<file path="src/rtl/dmac_cfg_pkg.sv">
package dmac_cfg_pkg;

    // Bus widths
    localparam int ADDR_WIDTH = 32;
    localparam int DATA_WIDTH = 32;
    localparam int LEN_BITS   = 4;   // L means L+1 beats
    localparam int SIZE_BITS  = 3;
    localparam int ID_BITS    = 4;

    // Transaction IDs
    localparam logic [ID_BITS-1:0] ID_DMA2MEM = 4'd1;
    localparam logic [ID_BITS-1:0] ID_DMA2AES = 4'd2;
    localparam logic [ID_BITS-1:0] ID_DMA_RD  = 4'd3;

    // Region code sits in dst_addr[19:16]
    localparam logic [3:0] DST_MEM_REGION = 4'h0;
    localparam logic [3:0] DST_AES_REGION = 4'h2;

    localparam int FIFO_DEPTH = 16;

    // One block move, given with the start strobe
    typedef struct packed {
        logic [ADDR_WIDTH-1:0] src_addr;
        logic [ADDR_WIDTH-1:0] dst_addr;
        logic [LEN_BITS-1:0]   len;
        logic [SIZE_BITS-1:0]  size;
        logic [1:0]            burst;
    } dmac_cmd_t;

endpackage

</file>
<file path="src/rtl/dmac_axi_pkg.sv">
package dmac_axi_pkg;

    typedef struct packed {
        logic [dmac_cfg_pkg::ID_BITS-1:0]    id;
        logic [dmac_cfg_pkg::ADDR_WIDTH-1:0] addr;
        logic [dmac_cfg_pkg::LEN_BITS-1:0]   len;
        logic [dmac_cfg_pkg::SIZE_BITS-1:0]  size;
        logic [1:0]                          burst;
        logic                                valid;
    } axi_ar_t;

    typedef struct packed {
        logic [dmac_cfg_pkg::ID_BITS-1:0]    id;
        logic [dmac_cfg_pkg::DATA_WIDTH-1:0] data;
        logic [1:0]                          resp;
        logic                                last;
        logic                                valid;
    } axi_r_t;

    typedef struct packed {
        logic [dmac_cfg_pkg::ID_BITS-1:0]    id;
        logic [dmac_cfg_pkg::ADDR_WIDTH-1:0] addr;
        logic [dmac_cfg_pkg::LEN_BITS-1:0]   len;
        logic [dmac_cfg_pkg::SIZE_BITS-1:0]  size;
        logic [1:0]                          burst;
        logic                                valid;
    } axi_aw_t;

    typedef struct packed {
        logic [dmac_cfg_pkg::DATA_WIDTH-1:0]   data;
        logic [dmac_cfg_pkg::DATA_WIDTH/8-1:0] strb;
        logic                                  last;
        logic                                  valid;
    } axi_w_t;

    typedef struct packed {
        logic [dmac_cfg_pkg::ID_BITS-1:0] id;
        logic [1:0]                       resp;
        logic                             valid;
    } axi_b_t;

    // Master side
    typedef struct packed {
        axi_ar_t ar;
        axi_aw_t aw;
        axi_w_t  w;
        logic    rready;
        logic    bready;
    } axi_req_t;

    // Slave side
    typedef struct packed {
        axi_r_t r;
        axi_b_t b;
        logic   arready;
        logic   awready;
        logic   wready;
    } axi_rsp_t;

endpackage

</file>
<file path="src/rtl/dmac_fifo.sv">
`timescale 1ns/100ps

module dmac_fifo (
    input  logic                                clk_i,
    input  logic                                rst_ni,
    input  logic                                push_i,
    input  logic [dmac_cfg_pkg::DATA_WIDTH-1:0] push_data_i,
    input  logic                                pop_i,
    output logic [dmac_cfg_pkg::DATA_WIDTH-1:0] data_o,
    output logic                                empty_o,
    output logic                                full_o
);

    logic [dmac_cfg_pkg::DATA_WIDTH-1:0] mem [dmac_cfg_pkg::FIFO_DEPTH];

    logic [$clog2(dmac_cfg_pkg::FIFO_DEPTH)-1:0]   wr_ptr, rd_ptr;  // Wrap on power of two
    logic [$clog2(dmac_cfg_pkg::FIFO_DEPTH+1)-1:0] count;

    logic do_push, do_pop;

    assign do_push = push_i && !full_o;
    assign do_pop  = pop_i && !empty_o;

    always_ff @(posedge clk_i) begin
        if (do_push) begin
            mem[wr_ptr] <= push_data_i;
        end
    end

    always_ff @(posedge clk_i) begin
        if (!rst_ni) begin
            wr_ptr <= '0;
            rd_ptr <= '0;
            count  <= '0;
        end else begin
            if (do_push) wr_ptr <= wr_ptr + 1'b1;
            if (do_pop)  rd_ptr <= rd_ptr + 1'b1;
            if (do_push && !do_pop) begin
                count <= count + 1'b1;
            end else if (do_pop && !do_push) begin
                count <= count - 1'b1;
            end
        end
    end

    assign data_o  = mem[rd_ptr];  // Fall-through head
    assign empty_o = (count == 0);
    assign full_o  = (count == dmac_cfg_pkg::FIFO_DEPTH);

endmodule

</file>
<file path="src/rtl/dmac_read.sv">
`timescale 1ns/100ps

module dmac_read (
    input  logic                                  clk_i,
    input  logic                                  rst_ni,
    input  logic                                  start_i,
    input  dmac_cfg_pkg::dmac_cmd_t               cmd_i,
    input  logic                                  arready_i,
    input  dmac_axi_pkg::axi_r_t                  r_i,
    input  logic                                  fifo_full_i,
    output dmac_axi_pkg::axi_ar_t                 ar_o,
    output logic                                  rready_o,
    output logic                                  push_o,
    output logic [dmac_cfg_pkg::DATA_WIDTH-1:0]   push_data_o
);

    typedef enum logic [1:0] {
        IDLE,
        AR,
        R
    } state_t;

    state_t state_q, state_d;

    logic [dmac_cfg_pkg::ADDR_WIDTH-1:0] src_addr_q;
    logic [dmac_cfg_pkg::LEN_BITS-1:0]   len_q;
    logic [dmac_cfg_pkg::SIZE_BITS-1:0]  size_q;
    logic [1:0]                          burst_q;

    logic r_hs;

    always_ff @(posedge clk_i) begin
        if (!rst_ni) begin
            state_q <= IDLE;
        end else begin
            state_q <= state_d;
        end
    end

    // Source side of the command
    always_ff @(posedge clk_i) begin
        if (state_q == IDLE && start_i) begin
            src_addr_q <= cmd_i.src_addr;
            len_q      <= cmd_i.len;
            size_q     <= cmd_i.size;
            burst_q    <= cmd_i.burst;
        end
    end

    always_comb begin
        state_d = state_q;
        case (state_q)
            IDLE: if (start_i) state_d = AR;
            AR:   if (ar_o.valid && arready_i) state_d = R;
            R:    if (r_hs && r_i.last) state_d = IDLE;  // Single burst done
            default: state_d = IDLE;
        endcase
    end

    assign ar_o.id    = dmac_cfg_pkg::ID_DMA_RD;
    assign ar_o.addr  = src_addr_q;
    assign ar_o.len   = len_q;
    assign ar_o.size  = size_q;
    assign ar_o.burst = burst_q;
    assign ar_o.valid = (state_q == AR);

    // Stall R while the FIFO has no room
    assign rready_o    = (state_q == R) && !fifo_full_i;
    assign r_hs        = r_i.valid && rready_o;
    assign push_o      = r_hs;
    assign push_data_o = r_i.data;

endmodule

</file>
<file path="src/rtl/dmac_write.sv">
`timescale 1ns/100ps

module dmac_write (
    input  logic                                clk_i,
    input  logic                                rst_ni,
    input  logic                                start_i,
    input  dmac_cfg_pkg::dmac_cmd_t             cmd_i,
    input  logic [dmac_cfg_pkg::DATA_WIDTH-1:0] fifo_data_i,
    input  logic                                fifo_empty_i,
    input  logic                                awready_i,
    input  logic                                wready_i,
    input  dmac_axi_pkg::axi_b_t                b_i,
    output dmac_axi_pkg::axi_aw_t               aw_o,
    output dmac_axi_pkg::axi_w_t                w_o,
    output logic                                bready_o,
    output logic                                pop_o,
    output logic                                intr_o,
    output logic                                busy_o
);

    typedef enum logic [1:0] {
        IDLE,
        WA,
        W,
        B
    } state_t;

    state_t state_q, state_d;

    logic [dmac_cfg_pkg::ADDR_WIDTH-1:0] dst_addr_q;
    logic [dmac_cfg_pkg::LEN_BITS-1:0]   len_q;
    logic [dmac_cfg_pkg::SIZE_BITS-1:0]  size_q;
    logic [1:0]                          burst_q;

    logic [dmac_cfg_pkg::LEN_BITS-1:0] beat_cnt;
    logic [3:0]                        region;
    logic                              w_hs;

    always_ff @(posedge clk_i) begin
        if (!rst_ni) begin
            state_q <= IDLE;
        end else begin
            state_q <= state_d;
        end
    end

    always_ff @(posedge clk_i) begin
        if (state_q == IDLE && start_i) begin
            dst_addr_q <= cmd_i.dst_addr;
            len_q      <= cmd_i.len;
            size_q     <= cmd_i.size;
            burst_q    <= cmd_i.burst;
        end
    end

    always_comb begin
        state_d = state_q;
        case (state_q)
            IDLE: if (start_i) state_d = WA;
            WA:   if (aw_o.valid && awready_i) state_d = W;
            W:    if (w_hs && w_o.last) state_d = B;
            B:    if (b_i.valid && bready_o) state_d = IDLE;
            default: state_d = IDLE;
        endcase
    end

    // Beats sent so far in this burst
    always_ff @(posedge clk_i) begin
        if (!rst_ni || state_q == IDLE) begin
            beat_cnt <= '0;
        end else if (w_hs) begin
            beat_cnt <= beat_cnt + 1'b1;
        end
    end

    assign region = dst_addr_q[19:16];

    assign aw_o.id    = (region == dmac_cfg_pkg::DST_MEM_REGION) ? dmac_cfg_pkg::ID_DMA2MEM :
                        (region == dmac_cfg_pkg::DST_AES_REGION) ? dmac_cfg_pkg::ID_DMA2AES :
                        '0;
    assign aw_o.addr  = dst_addr_q;
    assign aw_o.len   = len_q;
    assign aw_o.size  = size_q;
    assign aw_o.burst = burst_q;
    assign aw_o.valid = (state_q == WA);

    assign w_o.data  = (state_q == W) ? fifo_data_i : '0;
    assign w_o.strb  = '1;  // Full words only
    assign w_o.last  = (state_q == W) && (beat_cnt == len_q);
    assign w_o.valid = (state_q == W) && !fifo_empty_i;
    assign w_hs      = w_o.valid && wready_i;

    assign pop_o    = (state_q == W) && wready_i && !fifo_empty_i;
    assign bready_o = (state_q == B);
    assign intr_o   = (state_q == B) && b_i.valid;
    assign busy_o   = (state_q != IDLE);

endmodule

</file>
<file path="src/rtl/dmac_top.sv">
`timescale 1ns/100ps

module dmac_top (
    input  logic                     clk_i,
    input  logic                     rst_ni,
    input  logic                     start_i,
    input  dmac_cfg_pkg::dmac_cmd_t  cmd_i,
    input  dmac_axi_pkg::axi_rsp_t   bus_rsp_i,
    output dmac_axi_pkg::axi_req_t   bus_req_o,
    output logic                     intr_o,
    output logic                     busy_o
);

    logic                                push, pop;
    logic [dmac_cfg_pkg::DATA_WIDTH-1:0] push_data, fifo_data;
    logic                                fifo_empty, fifo_full;

    // Reader may idle early, so a start during busy must not reach it
    dmac_read u_read (
        .clk_i       (clk_i),
        .rst_ni      (rst_ni),
        .start_i     (start_i && !busy_o),
        .cmd_i       (cmd_i),
        .arready_i   (bus_rsp_i.arready),
        .r_i         (bus_rsp_i.r),
        .fifo_full_i (fifo_full),
        .ar_o        (bus_req_o.ar),
        .rready_o    (bus_req_o.rready),
        .push_o      (push),
        .push_data_o (push_data)
    );

    dmac_fifo u_fifo (
        .clk_i       (clk_i),
        .rst_ni      (rst_ni),
        .push_i      (push),
        .push_data_i (push_data),
        .pop_i       (pop),
        .data_o      (fifo_data),
        .empty_o     (fifo_empty),
        .full_o      (fifo_full)
    );

    dmac_write u_write (
        .clk_i        (clk_i),
        .rst_ni       (rst_ni),
        .start_i      (start_i),
        .cmd_i        (cmd_i),
        .fifo_data_i  (fifo_data),
        .fifo_empty_i (fifo_empty),
        .awready_i    (bus_rsp_i.awready),
        .wready_i     (bus_rsp_i.wready),
        .b_i          (bus_rsp_i.b),
        .aw_o         (bus_req_o.aw),
        .w_o          (bus_req_o.w),
        .bready_o     (bus_req_o.bready),
        .pop_o        (pop),
        .intr_o       (intr_o),
        .busy_o       (busy_o)
    );

endmodule

</file>
<file path="config.mk">
export PLATFORM = sky130hd
export DESIGN_NAME = dmac_top
export DESIGN_NICKNAME = d
export VERILOG_FILES = /design/src/rtl/dmac_cfg_pkg.sv /design/src/rtl/dmac_axi_pkg.sv /design/src/rtl/dmac_fifo.sv /design/src/rtl/dmac_read.sv /design/src/rtl/dmac_write.sv /design/src/rtl/dmac_top.sv
export SDC_FILE = /design/constraint.sdc
export NUM_CORES = 1
export LEC_CHECK = 0
export BUFFER_PORTS_ARGS = -buffer_cell sky130_fd_sc_hd__clkbuf_2
export CORE_MARGIN = 2
export CORE_UTILIZATION = 34
export CTS_BUF_LIST = sky130_fd_sc_hd__clkbuf_8
export DETAILED_ROUTE_END_ITERATION = 10
export PLACE_DENSITY_LB_ADDON = 0.2
export SLEW_MARGIN = 10
export SYNTH_ARGS = -nofsm -noshare
export SYNTH_HDL_FRONTEND = slang
export SYNTH_SLANG_ARGS = --single-unit
export TNS_END_PERCENT = 100
</file>
<file path="constraint.sdc">
create_clock -name clk_i -period 14.9 [get_ports clk_i]
set_clock_uncertainty 0.15 [all_clocks]
set_input_delay 1.49 -clock clk_i [delete_from_list [all_inputs] [get_ports clk_i]]
set_output_delay 1.49 -clock clk_i [all_outputs]
set_load 0.005 [all_outputs]
</file>
== After elaboration in Yosys (flattened, before gate mapping) ==
Memory sizes are Yosys's and may differ from the RTL's. A register that Yosys moved wholly into a read port is not among the register bits.
Cells that the tools add are included.

* Register bits after elaboration: 103
* Bits in writable memories: 512
* Input port bits: 126
* Output and inout bits: 134
* Word-level logic and storage cells: 87
* Memories kept: 1

* Add/subtract/negate cells: 5
* Equal/unequal tests: 15
* Multiplexer cells: 18
* Reduce and logical (&&, ||, !) cells: 34

{| class="wikitable"
|+ Memory list
! memory !! depth !! width !! rd ports !! clocked after memory_dff !! write ports !! line !! text
|-
| u_fifo.mem || 16 || 32 || 1 || 1 || 1 || dmac_fifo.sv:14 || <nowiki>logic [dmac_cfg_pkg::DATA_WIDTH-1:0] mem [dmac_cfg_pkg::FIFO_DEPTH];</nowiki>
|}

{| class="wikitable"
|+ Operators by type and width
! operator !! count
|-
| two-way mux 32 bit || 1
|-
| logical AND 1 bit || 19
|-
| two-way mux 2 bit || 8
|-
| adder 4 x 1 -> 4 bit (second input constant) || 3
|-
| two-way mux 4 bit || 3
|-
| two-way mux 5 bit || 2
|-
| != test 2 bit (second input constant) || 4
|-
| case mux 2 bit (4 select lines) || 1
|-
| == test 2 bit (second input constant) || 3
|-
| logical NOT 1 bit || 6
|-
| != test 2 x 1 -> 1 bit (second input constant) || 3
|-
| case mux 2 bit (3 select lines) || 1
|-
| adder 5 x 1 -> 5 bit (second input constant) || 1
|-
| == test 5 bit (second input constant) || 1
|-
| logical NOT 5 bit || 1
|-
| subtractor 5 x 1 -> 5 bit (second input constant) || 1
|-
| == test 2 x 1 -> 1 bit (second input constant) || 2
|-
| == test 4 x 2 -> 1 bit (second input constant) || 1
|-
| == test 4 bit || 1
|-
| logical NOT 2 bit || 2
|-
| logical NOT 4 bit || 1
|-
| AND reduction 4 bit || 1
|-
| nonzero test 2 bit || 2
|-
| AND reduction 3 bit || 1
|-
| other kinds (2) || 3
|}

== Logic depth before layout (Yosys ltp) ==
Gate-level depths: netlist of the first run.

* Depth after elaboration: 9
* Depth in mapped cells: 13
* Mapped depth without buffers: 12

== Hierarchy ==
A second synthesis of the first run with hierarchy kept.

* Cells, all modules: 1118
* Area total of the unflattened synthesis: 23676.5 µm²

{| class="wikitable"
|+ Modules (own cells, without submodules)
! module !! instances !! cells each !! area each (µm²) !! sequential area each (µm²)
|-
| dmac_fifo || 1 || 892 || 20081.8 || 15715.1
|-
| dmac_write || 1 || 135 || 1949.4 || 1351.3
|-
| dmac_read || 1 || 90 || 1631.6 || 1271.2
|-
| dmac_top || 1 || 1 || 13.8 || 0.0
|}

== Least setup slack after synthesis of the first run ==
No wires, ideal clock.

* Path type: input to register
* Start point: input port start_i
* End point: register u_read.burst_q[0], enable pin
* Setup time: 0.501 ns
* Arrival: 5.698 ns
* Required time: 14.249 ns
* Path slack: 8.551 ns
* Stages: 2
* Buffers on the path: 0
* Cells stage by stage: and2_1 > nor3b_1

* Longest elaborated chain between the ends: 2

{| class="wikitable"
|+ Ends and longest elaborated chain
! item !! line !! text
|-
| from (decl) || dmac_top.sv:6 || <nowiki>input logic start_i,</nowiki>
|-
| logical AND 1 bit || dmac_top.sv:22 || <nowiki>.start_i (start_i && !busy_o),</nowiki>
|-
| logical AND 1 bit || dmac_read.sv:42 || <nowiki>if (state_q == IDLE && start_i) begin</nowiki>
|-
| to (signal assigned) || dmac_read.sv:46 || <nowiki>burst_q <= cmd_i.burst;</nowiki>
|-
| to (decl) || dmac_read.sv:28 || <nowiki>logic [1:0] burst_q;</nowiki>
|}

Every way passes these cells.
A chain may end at the register's enable or synchronous reset.

==> impl_summary.md, run 1 <==
Drt
The starting DRC count in detailed routing is about 740. In the final routed layout, each cell accounts on average for around 23 um. The number of nets with antenna violations after detailed routing is 0. For this run, design rule violations remaining after detail routing come to 0. Detailed routing inserted a total of roughly 12,000 vias.

After detailed routing, the number of vias per cell comes to ~4.8. After detailed routing, the total wire length is about 56,000 um. The number of search-and-repair iterations in the first detailed-routing pass is 5.

Die
between 200 and 300 I/O pins were placed. From left edge to right edge, the die measures roughly 270 um. The floorplan has 96 rows.

The region available for standard cell placement spans between 60,000 and 70,000 sq um. The effective utilization at floorplan is 0.343. The die height is ~270 um. The die covers roughly 70,000 sq um.

Layout
The proportion of layout cells with a drive suffix above 1 is 0.342. Summing all flip-flop and latch instances after layout gives approximately 18,000 sq um. Summing all multi-input logic gate instances after layout gives roughly 4900 sq um.

The post-route non-filler standard cell count is between 2,000 and 2,500. The area overhead of the layout relative to synthesis is 17.8%. The final layout contains 1,618 nets.

For this run, the share of the core covered by cells in the final layout is 0.405. The final-layout fill cell count is between 6,000 and 7,000.

Critical path
The endpoint identified for the worst register-to-register timing path is u_fifo.mem[2][31]$_DFFE_PP_. The arrival time at the worst endpoint is 4.27 ns. The reg-to-reg setup timing slack is about 12 ns. The critical path endpoint category is an output pin.

The worst setup path is launched from a register. Data on the critical path is required at its endpoint by around 13 ns. The worst setup path endpoint is bus_req_o[37].

The source of the worst register-to-register timing path is u_fifo.count[0]$_SDFFE_PN0P_. In this run the worst path has a maximum fanout of 49. The critical path in this run is classified as reg -> out. The number of cells on the worst reg-to-reg path is 5.

Pwr
The overall power after layout is around 0.0037 W. The analysis attributes to cell leakage a power of slightly above 9 nW. VDD sags by at most 0.0795 mV.

Dividing total power by cell area gives a power density of ~130 nW/um^2.

Synthesis
The cell with the most instances after synthesis is sky130_fd_sc_hd__edfxtp_1. The cell area that synthesis handed to floorplanning was between 20,000 and 25,000 sq um. The number of different library cells used by synthesis comes to 44. The synthesized design contains ~620 register bits. The share of the synthesized area in the top cell type is 0.757. The mean instance size in the synthesized netlist is approximately 20 sq um. Of the synthesized area, sequential elements account for 0.778. The post-synthesis async set-or-reset flop share is 0. Yosys attributes the largest share of cell area to sky130_fd_sc_hd__edfxtp_1, sky130_fd_sc_hd__mux4_2, sky130_fd_sc_hd__dfxtp_1, sky130_fd_sc_hd__mux2i_1, sky130_fd_sc_hd__nand2_1. Sorting the synthesized cells by how often they occur yields sky130_fd_sc_hd__edfxtp_1, sky130_fd_sc_hd__mux4_2, sky130_fd_sc_hd__nand2_1.

The library cell occupying the most area in the post-synthesis netlist is sky130_fd_sc_hd__edfxtp_1. The most used flip-flop cell after synthesis is sky130_fd_sc_hd__edfxtp_1. The number of flops mapped to enable cells by yosys is about 600. Yosys printed 0 warnings. The gate count after technology mapping is 1,168.

Global routing
After global routing the overflow that remains totals 0. The number of global-route vias before repair is between 10,000 and 15,000. The combined global-route utilization of all metal layers is 0.159. The largest net degree at the start of global routing is slightly above 60. The number of antenna violations at the first check in global routing is 1. The wire length of the first global-routing pass is ~83,000 um.

STA
The final number of hold-violating endpoints is 0. The setup total negative slack is 0 ns. The slew at the pin closest to its max-slew limit is around 1 ns. The top achievable clock speed is about 170 MHz. The post-route fraction of the period consumed by the critical path is 0.397.

Setup repair after global routing left no endpoint under its margin. The worst slew slack as a fraction of its limit is 0.322. The worst path setup slack after routing is 8.99 ns. Setup violations remaining at the end of the flow were counted as 0. After layout, the minimum clock period comes to a little under 6 ns. The final-report max-slew violation count is 0.

Placed design
The post-DP HPWL is about 31,000 um. Port buffering added between 200 and 250 buffers. The placer congestion estimate is slightly above 0.8. Before CTS, the worst setup slack after placement is approximately 9.5 ns. Including well taps, the total number of placed cells is 2,301.

Hold path
In this run the worst hold path is classified as reg -> reg.

Clock network
The clock drives between 600 and 700 sinks. The later pin in the worst-skew pair is clocked with a latency of between 0.7 and 0.8 ns. Once the clock tree was built, the setup fixing pass inserted 0 buffers.

The CTS buffer count is 104. Post-CTS repair changed the size of 0 cells. The H-tree depth is 3. The tree is rooted in a sky130_fd_sc_hd__clkbuf_8. Clock-pin slew was measured on the worst setup and hold paths at roughly 0.050 ns.

The count of hold buffers inserted by post-cts repair is 0. The clock passes through at most 3 buffers. The CTS tree is yes.

Run status
The run finished with clean final reports.

Flow run
Across the run, the number of max-cap violations was 0.
==> state kept, by name, indices dropped and copies added, names as in the netlist, named ones only <==
register	flops
u_fifo.mem	512
u_write.len_q	4
u_read.size_q	3
u_fifo.rd_ptr	4
u_write.beat_cnt	4
u_write.burst_q	2
u_read.burst_q	2
u_read.state_q	2
u_fifo.wr_ptr	4
u_fifo.count	5
u_read.len_q	4
u_write.state_q	2
u_write.dst_addr_q	32
u_read.src_addr_q	32
u_write.size_q	3
==> kinds of logic (layout without fill, tap and decap cells) <==
logic type                 count (synthesis)  after routing  synth area share
buffers and inverters                     87            465            0.0181
muxes                                    168            168             0.126
other                                      2             11          0.000319
AOI/OAI and AO/OA                        110            110            0.0325
xor gates and xnor gates                  16             16           0.00595
and+or+nand+nor                          150            150            0.0294
DFF                                      619            619             0.778
adders and majority gates                 16             16           0.00882
==> worst max-delay path, stage by stage (launching register included) <==
cell	delay [ns]
sky130_fd_sc_hd__dfxtp_4	0.66
sky130_fd_sc_hd__buf_4	0.79
sky130_fd_sc_hd__buf_4	0.92
sky130_fd_sc_hd__mux4_2	0.60
sky130_fd_sc_hd__a22oi_1	0.25
sky130_fd_sc_hd__nand2_1	0.17
sky130_fd_sc_hd__clkbuf_2	0.15
==> cell type report <==
class / instances / area share
sequential: 619 / 0.661
multi-input combinational: 470 / 0.178
clock buffer: 104 / 0.0516
timing repair buffer: 265 / 0.0503
tap: 931 / 0.0420
clock inverter: 80 / 0.0147
inverter: 16 / 0.00216
antenna: 1 / 0.0000902
==> report_power, final <==
part,total (W),switching [W],internal [W]
Sequential,0.00202,0.0000271,0.00199
Clock,0.00135,0.000667,0.000685
Combinational,0.000309,0.000194,0.000115
Total,0.00368,0.000888,0.00279
==> layer usage <==
layer / GRT usage / part of all wire
met1: 0.201 / 0.42
met2: 0.270 / 0.50
met3: 0.0433 / 0.071
met4: 0.0452 / 0.015
met5: 0 / 0
==> how the worst min path moves through the flow <==
stage / start / end / slack, ns / depth (start not counted)
2_1_floorplan: u_write.state_q[1]$_SDFFE_PN0P_ / u_write.state_q[1]$_SDFFE_PN0P_ / 0.32 / 2
3_3_place_gp: u_write.state_q[1]$_SDFFE_PN0P_ / u_write.state_q[1]$_SDFFE_PN0P_ / 0.34 / 2
3_5_place_dp: u_write.state_q[1]$_SDFFE_PN0P_ / u_write.state_q[1]$_SDFFE_PN0P_ / 0.36 / 2
4_1_cts: u_write.state_q[1]$_SDFFE_PN0P_ / u_write.state_q[1]$_SDFFE_PN0P_ / 0.36 / 2
5_1_grt: u_write.state_q[1]$_SDFFE_PN0P_ / u_write.state_q[1]$_SDFFE_PN0P_ / 0.39 / 2
6_report: u_write.state_q[1]$_SDFFE_PN0P_ / u_write.state_q[1]$_SDFFE_PN0P_ / 0.36 / 2
==> cell usage in the layout (no fill, tap or decap), types with 18 or more instances in the layout <==
| cell type | synthesis | final |
|---|---|---|
| sky130_fd_sc_hd__edfxtp_1 | 594 | 594 |
| sky130_fd_sc_hd__clkbuf_2 | 0 | 237 |
| sky130_fd_sc_hd__clkbuf_8 | 0 | 104 |
| sky130_fd_sc_hd__mux4_2 | 102 | 102 |
| sky130_fd_sc_hd__nand2_1 | 75 | 75 |
| sky130_fd_sc_hd__inv_1 | 16 | 63 |
| sky130_fd_sc_hd__mux2i_1 | 49 | 49 |
| sky130_fd_sc_hd__buf_4 | 19 | 28 |
| sky130_fd_sc_hd__o21ai_0 | 26 | 26 |
| sky130_fd_sc_hd__a32oi_1 | 22 | 22 |
| sky130_fd_sc_hd__dfxtp_1 | 25 | 22 |
| sky130_fd_sc_hd__o211ai_1 | 18 | 18 |
| sky130_fd_sc_hd__clkinv_1 | 0 | 18 |
==> metrics by stage <==
step | hold slack (ns) | area [sq um]
6_report | 0.361 | 27800
3_3_place_gp | 0.344 | 25900
4_1_cts | 0.363 | 27800
5_1_grt | 0.389 | 27800
3_5_place_dp | 0.356 | 25900
2_1_floorplan | 0.321 | 23600
Power figures use the tool's default switching activity.
==> inputs of run 2 (changes only) <==
==> constraint.sdc (replaced) <==
create_clock -name clk_i -period 5.8 [get_ports clk_i]
set_clock_uncertainty 0.15 [all_clocks]
set_input_delay 0.58 -clock clk_i [delete_from_list [all_inputs] [get_ports clk_i]]
set_output_delay 0.58 -clock clk_i [all_outputs]
set_load 0.005 [all_outputs]
==> run 2 against run 1 <==
  * Via count grew 2.5%
  * First-iteration DRC count shrank 11%
  * Sequential cell count stayed put
  * Clock-buffer cell count grew 2
  * Clock power rose to 2.7 times the previous value
  * Critical endpoint is now bus_req_o[24]
  * Critical path type unchanged
  * Largest cell class unchanged
  * Combinational power increased to 2.7 times the previous value
  * Critical path depth is the same
==> impl_summary.md, run 2 (synthesis results as in run 1) <==
Drt
The number of DRC violations after detailed routing was 0 (unchanged). The number of search-and-repair iterations in the first detailed-routing pass was 7 (was 5). The starting DRC count in detailed routing came to 652 (was 736). The number of nets with antenna violations after detailed routing was 0 (unchanged). The detailed-route wire length per cell is 22.0 um (was 22.6 um). The routed via count is 12,345 (was 12,041). The number of vias per cell after detailed routing is 4.81 (was 4.84). The sum of routed wire length over all layers is 56,500 um (was 56,100 um).

STA
The slew at the pin closest to its max-slew limit was 1.12 ns (was 1.02 ns). The top achievable clock speed is between 200 and 250 MHz. The time the final worst path needs with I/O delays and setup is about 4.0 ns. The setup total negative slack came to 0 ns (unchanged). RSZ-0062 raised after global routing: false (unchanged). The worst slew slack as a fraction of its limit is 0.251 (was 0.322).

The setup violation total in the final timing report is 0 (unchanged). The final-report max-slew violation count came to 0 (unchanged). Of the available clock period, the critical path in the final layout requires 0.698. The final number of hold-violating endpoints is 0 (unchanged).

Placed design
The number of port buffers is 237 (unchanged). The post-DP HPWL came to 30,800 um (was 31,000 um). The instance count after placement with tap cells included is 2,302 (was 2,301). The placer congestion estimate was 0.780 (was 0.830).

Critical path
The nature of the critical path startpoint is a register (unchanged). Worst-path cell chain: buf_4 -> nor2_1 -> a32oi_1 -> nand3_1 -> o21ai_0 -> clkbuf_2 (was buf_4 -> buf_4 -> mux4_2 -> a22oi_1 -> nand2_1 -> clkbuf_2). The delay of the slowest critical-path stage is 0.82 ns (was 0.92 ns). The largest fanout on the critical path is 56 (was 49). The count of buffer and inverter cells on the critical path is 2 (was 3).

The worst path required time is 5.07 ns (was 13.26 ns). The largest delay contributor family on the critical path is buffers and inverters (unchanged). The critical path endpoint category is an output pin (unchanged). The arrival time at the worst endpoint was 3.32 ns (was 4.27 ns).

The type of the worst setup path is reg -> out (unchanged). The master of the slowest instance on the critical path is sky130_fd_sc_hd__buf_4 (unchanged).

Pwr
The leakage dissipation is 9.63 nW (was 9.30 nW). The peak supply drop was 0.230 mV (was 0.0795 mV). The ratio of total power to cell area is 339 nW/um^2 (was 132 nW/um^2).

Global routing
The met3 usage in global routing was 0.0392 (was 0.0433). The met2 usage in global routing came to 0.271 (was 0.270). The wire length of the first global-routing pass is 83,500 um (was 82,900 um).

The met1 track demand over resource is 0.198 (was 0.201). The largest net degree at the start of global routing is 88 (was 61). The number of antenna violations at the first check in global routing came to 3 (was 1). The combined global-route utilization of all metal layers came to 0.160 (was 0.159). The number of global-route vias before repair is 13,388 (was 13,041). The busiest layer in global routing is met2 (unchanged). The remaining global-route overflow is 0 (unchanged).

Clock network
The number of clock sinks is 619 (unchanged). The H-tree depth is 3 (unchanged). The clock network latency to the later pin of the worst-skew pair is 0.68 ns (was 0.71 ns).

The count of buffers added by post-CTS timing repair for setup is 0 (unchanged). The count of hold buffers inserted by post-cts repair is 73 (was 0). The CTS tree is yes (unchanged).

The clock tree buffer depth is 3 (unchanged). The CTS buffer count is 104 (unchanged). The clock-pin slew of the registers on the worst-case setup and hold paths is 0.06 ns (was 0.05 ns). The count of cells resized by post-cts repair is 0 (unchanged).

The buffer cell driving the clock tree root was sky130_fd_sc_hd__clkbuf_8 (unchanged).

Layout
The post-route non-filler standard cell count is 2,566 (was 2,486). The most common cell after layout, fill and taps aside is sky130_fd_sc_hd__edfxtp_1 (unchanged). Top flop regs: u_fifo.mem (512), u_read.src_addr_q (32), u_write.dst_addr_q (32) (unchanged).

The largest register by flop count is u_fifo.mem (unchanged). Leading cell types in the layout, fill and taps excluded: sky130_fd_sc_hd__edfxtp_1, sky130_fd_sc_hd__clkbuf_2, sky130_fd_sc_hd__clkbuf_8, sky130_fd_sc_hd__mux4_2, sky130_fd_sc_hd__nand2_1 (unchanged). The layout net count is 1,692 (was 1,618). The final-layout fill cell count is 6,092 (was 6,263). The number of flip-flops under the largest register name is 512 (unchanged).

The area overhead of the layout relative to synthesis is 21.7% (was 17.8%). The proportion of layout cells with a drive suffix above 1 came to 0.331 (was 0.342).

Die
The site row count was 96 (unchanged). The placeable core region is 68,600 sq um (unchanged). The effective utilization at floorplan came to 0.343 (unchanged).

The die height is 267 um (unchanged). The I/O pin total is 260 (unchanged). The overall die area is 71,400 sq um (unchanged). The horizontal die dimension is 267 um (unchanged).

Flow run
The number of maximum-capacitance constraint violations was 0 (unchanged).

Hold path
The classification of the worst-slack hold path is in -> reg (was reg -> reg).

Run status
Status: completed (unchanged).
-- run 2: cell types whose count changed in the layout (fill, tap and decap cells not counted), moves of 2 or more --
cell / change
sky130_fd_sc_hd__buf_12: +3
sky130_fd_sc_hd__buf_4: -2
sky130_fd_sc_hd__bufinv_16: +4
sky130_fd_sc_hd__clkbuf_8: +2
sky130_fd_sc_hd__clkinv_1: +12
sky130_fd_sc_hd__clkinv_2: +5
sky130_fd_sc_hd__dlygate4sd3_1: +73
sky130_fd_sc_hd__inv_1: -15
sky130_fd_sc_hd__inv_6: -2
-- run 2: final timing paths --
| kind | startpoint | to | slack, ns | cells after the start |
|---|---|---|---|---|
| worst max-delay path | register | bus_req_o[24] | 1.75 | 6 |
| worst max register to register | u_write.state_q[0]$_SDFFE_PN0P_ | u_fifo.count[4]$_SDFFE_PN0P_ | 2.56 | 12 |
| worst min register to register | u_write.state_q[1]$_SDFFE_PN0P_ | u_write.state_q[1]$_SDFFE_PN0P_ | 0.37 | 2 |
| worst min-delay path | bus_rsp_i[2] | u_read.state_q[1]$_SDFFE_PN0P_ | 0.11 | 3 |
-- run 2: power breakdown --
part | internal [W] | switching [W]
clock network | 0.00197 | 0.00173
registers | 0.00511 | 0.0000706
logic | 0.000329 | 0.000516
-- run 2: tightest hold or removal path, stage by stage --
cell and delay [ns]:
sky130_fd_sc_hd__clkbuf_2 0.12, sky130_fd_sc_hd__a21oi_1 0.08, sky130_fd_sc_hd__nor2b_1 0.11
-- run 2: layout make-up --
class | instances | area, sq um | share of cell area
Antenna cell | 1 | 2.50 | 0.0000873
Clock inverter | 84 | 523 | 0.0182
Sequential cell | 619 | 18300 | 0.640
Timing Repair Buffer | 339 | 2170 | 0.0757
Multi-Input combinational cell | 470 | 4950 | 0.172
Tap cell | 931 | 1160 | 0.0406
Clock buffer | 106 | 1460 | 0.0509
Inverter | 16 | 60.1 | 0.00209
-- run 2: per-stage QoR --
stage	hold WS [ns]	cell area (sq um)	total power, W	utilization	setup slack (ns)
floorplan	0.321	23600	0.00564	-	0.360
global placement	0.341	26000	0.00608	0.379	2.37
detailed placement	0.361	26000	0.00609	0.379	2.35
CTS	0.0673	28700	0.00987	0.418	1.59
global route	0.104	28700	0.0101	0.418	1.48
finish	0.112	28700	0.00973	0.418	1.75
-- run 2: per-layer routing --
layer  share of wire  wire length, um
met1            0.41            23200
met4           0.029             1620
met5         0.00023               13
met3           0.065             3660
met2            0.50            28000
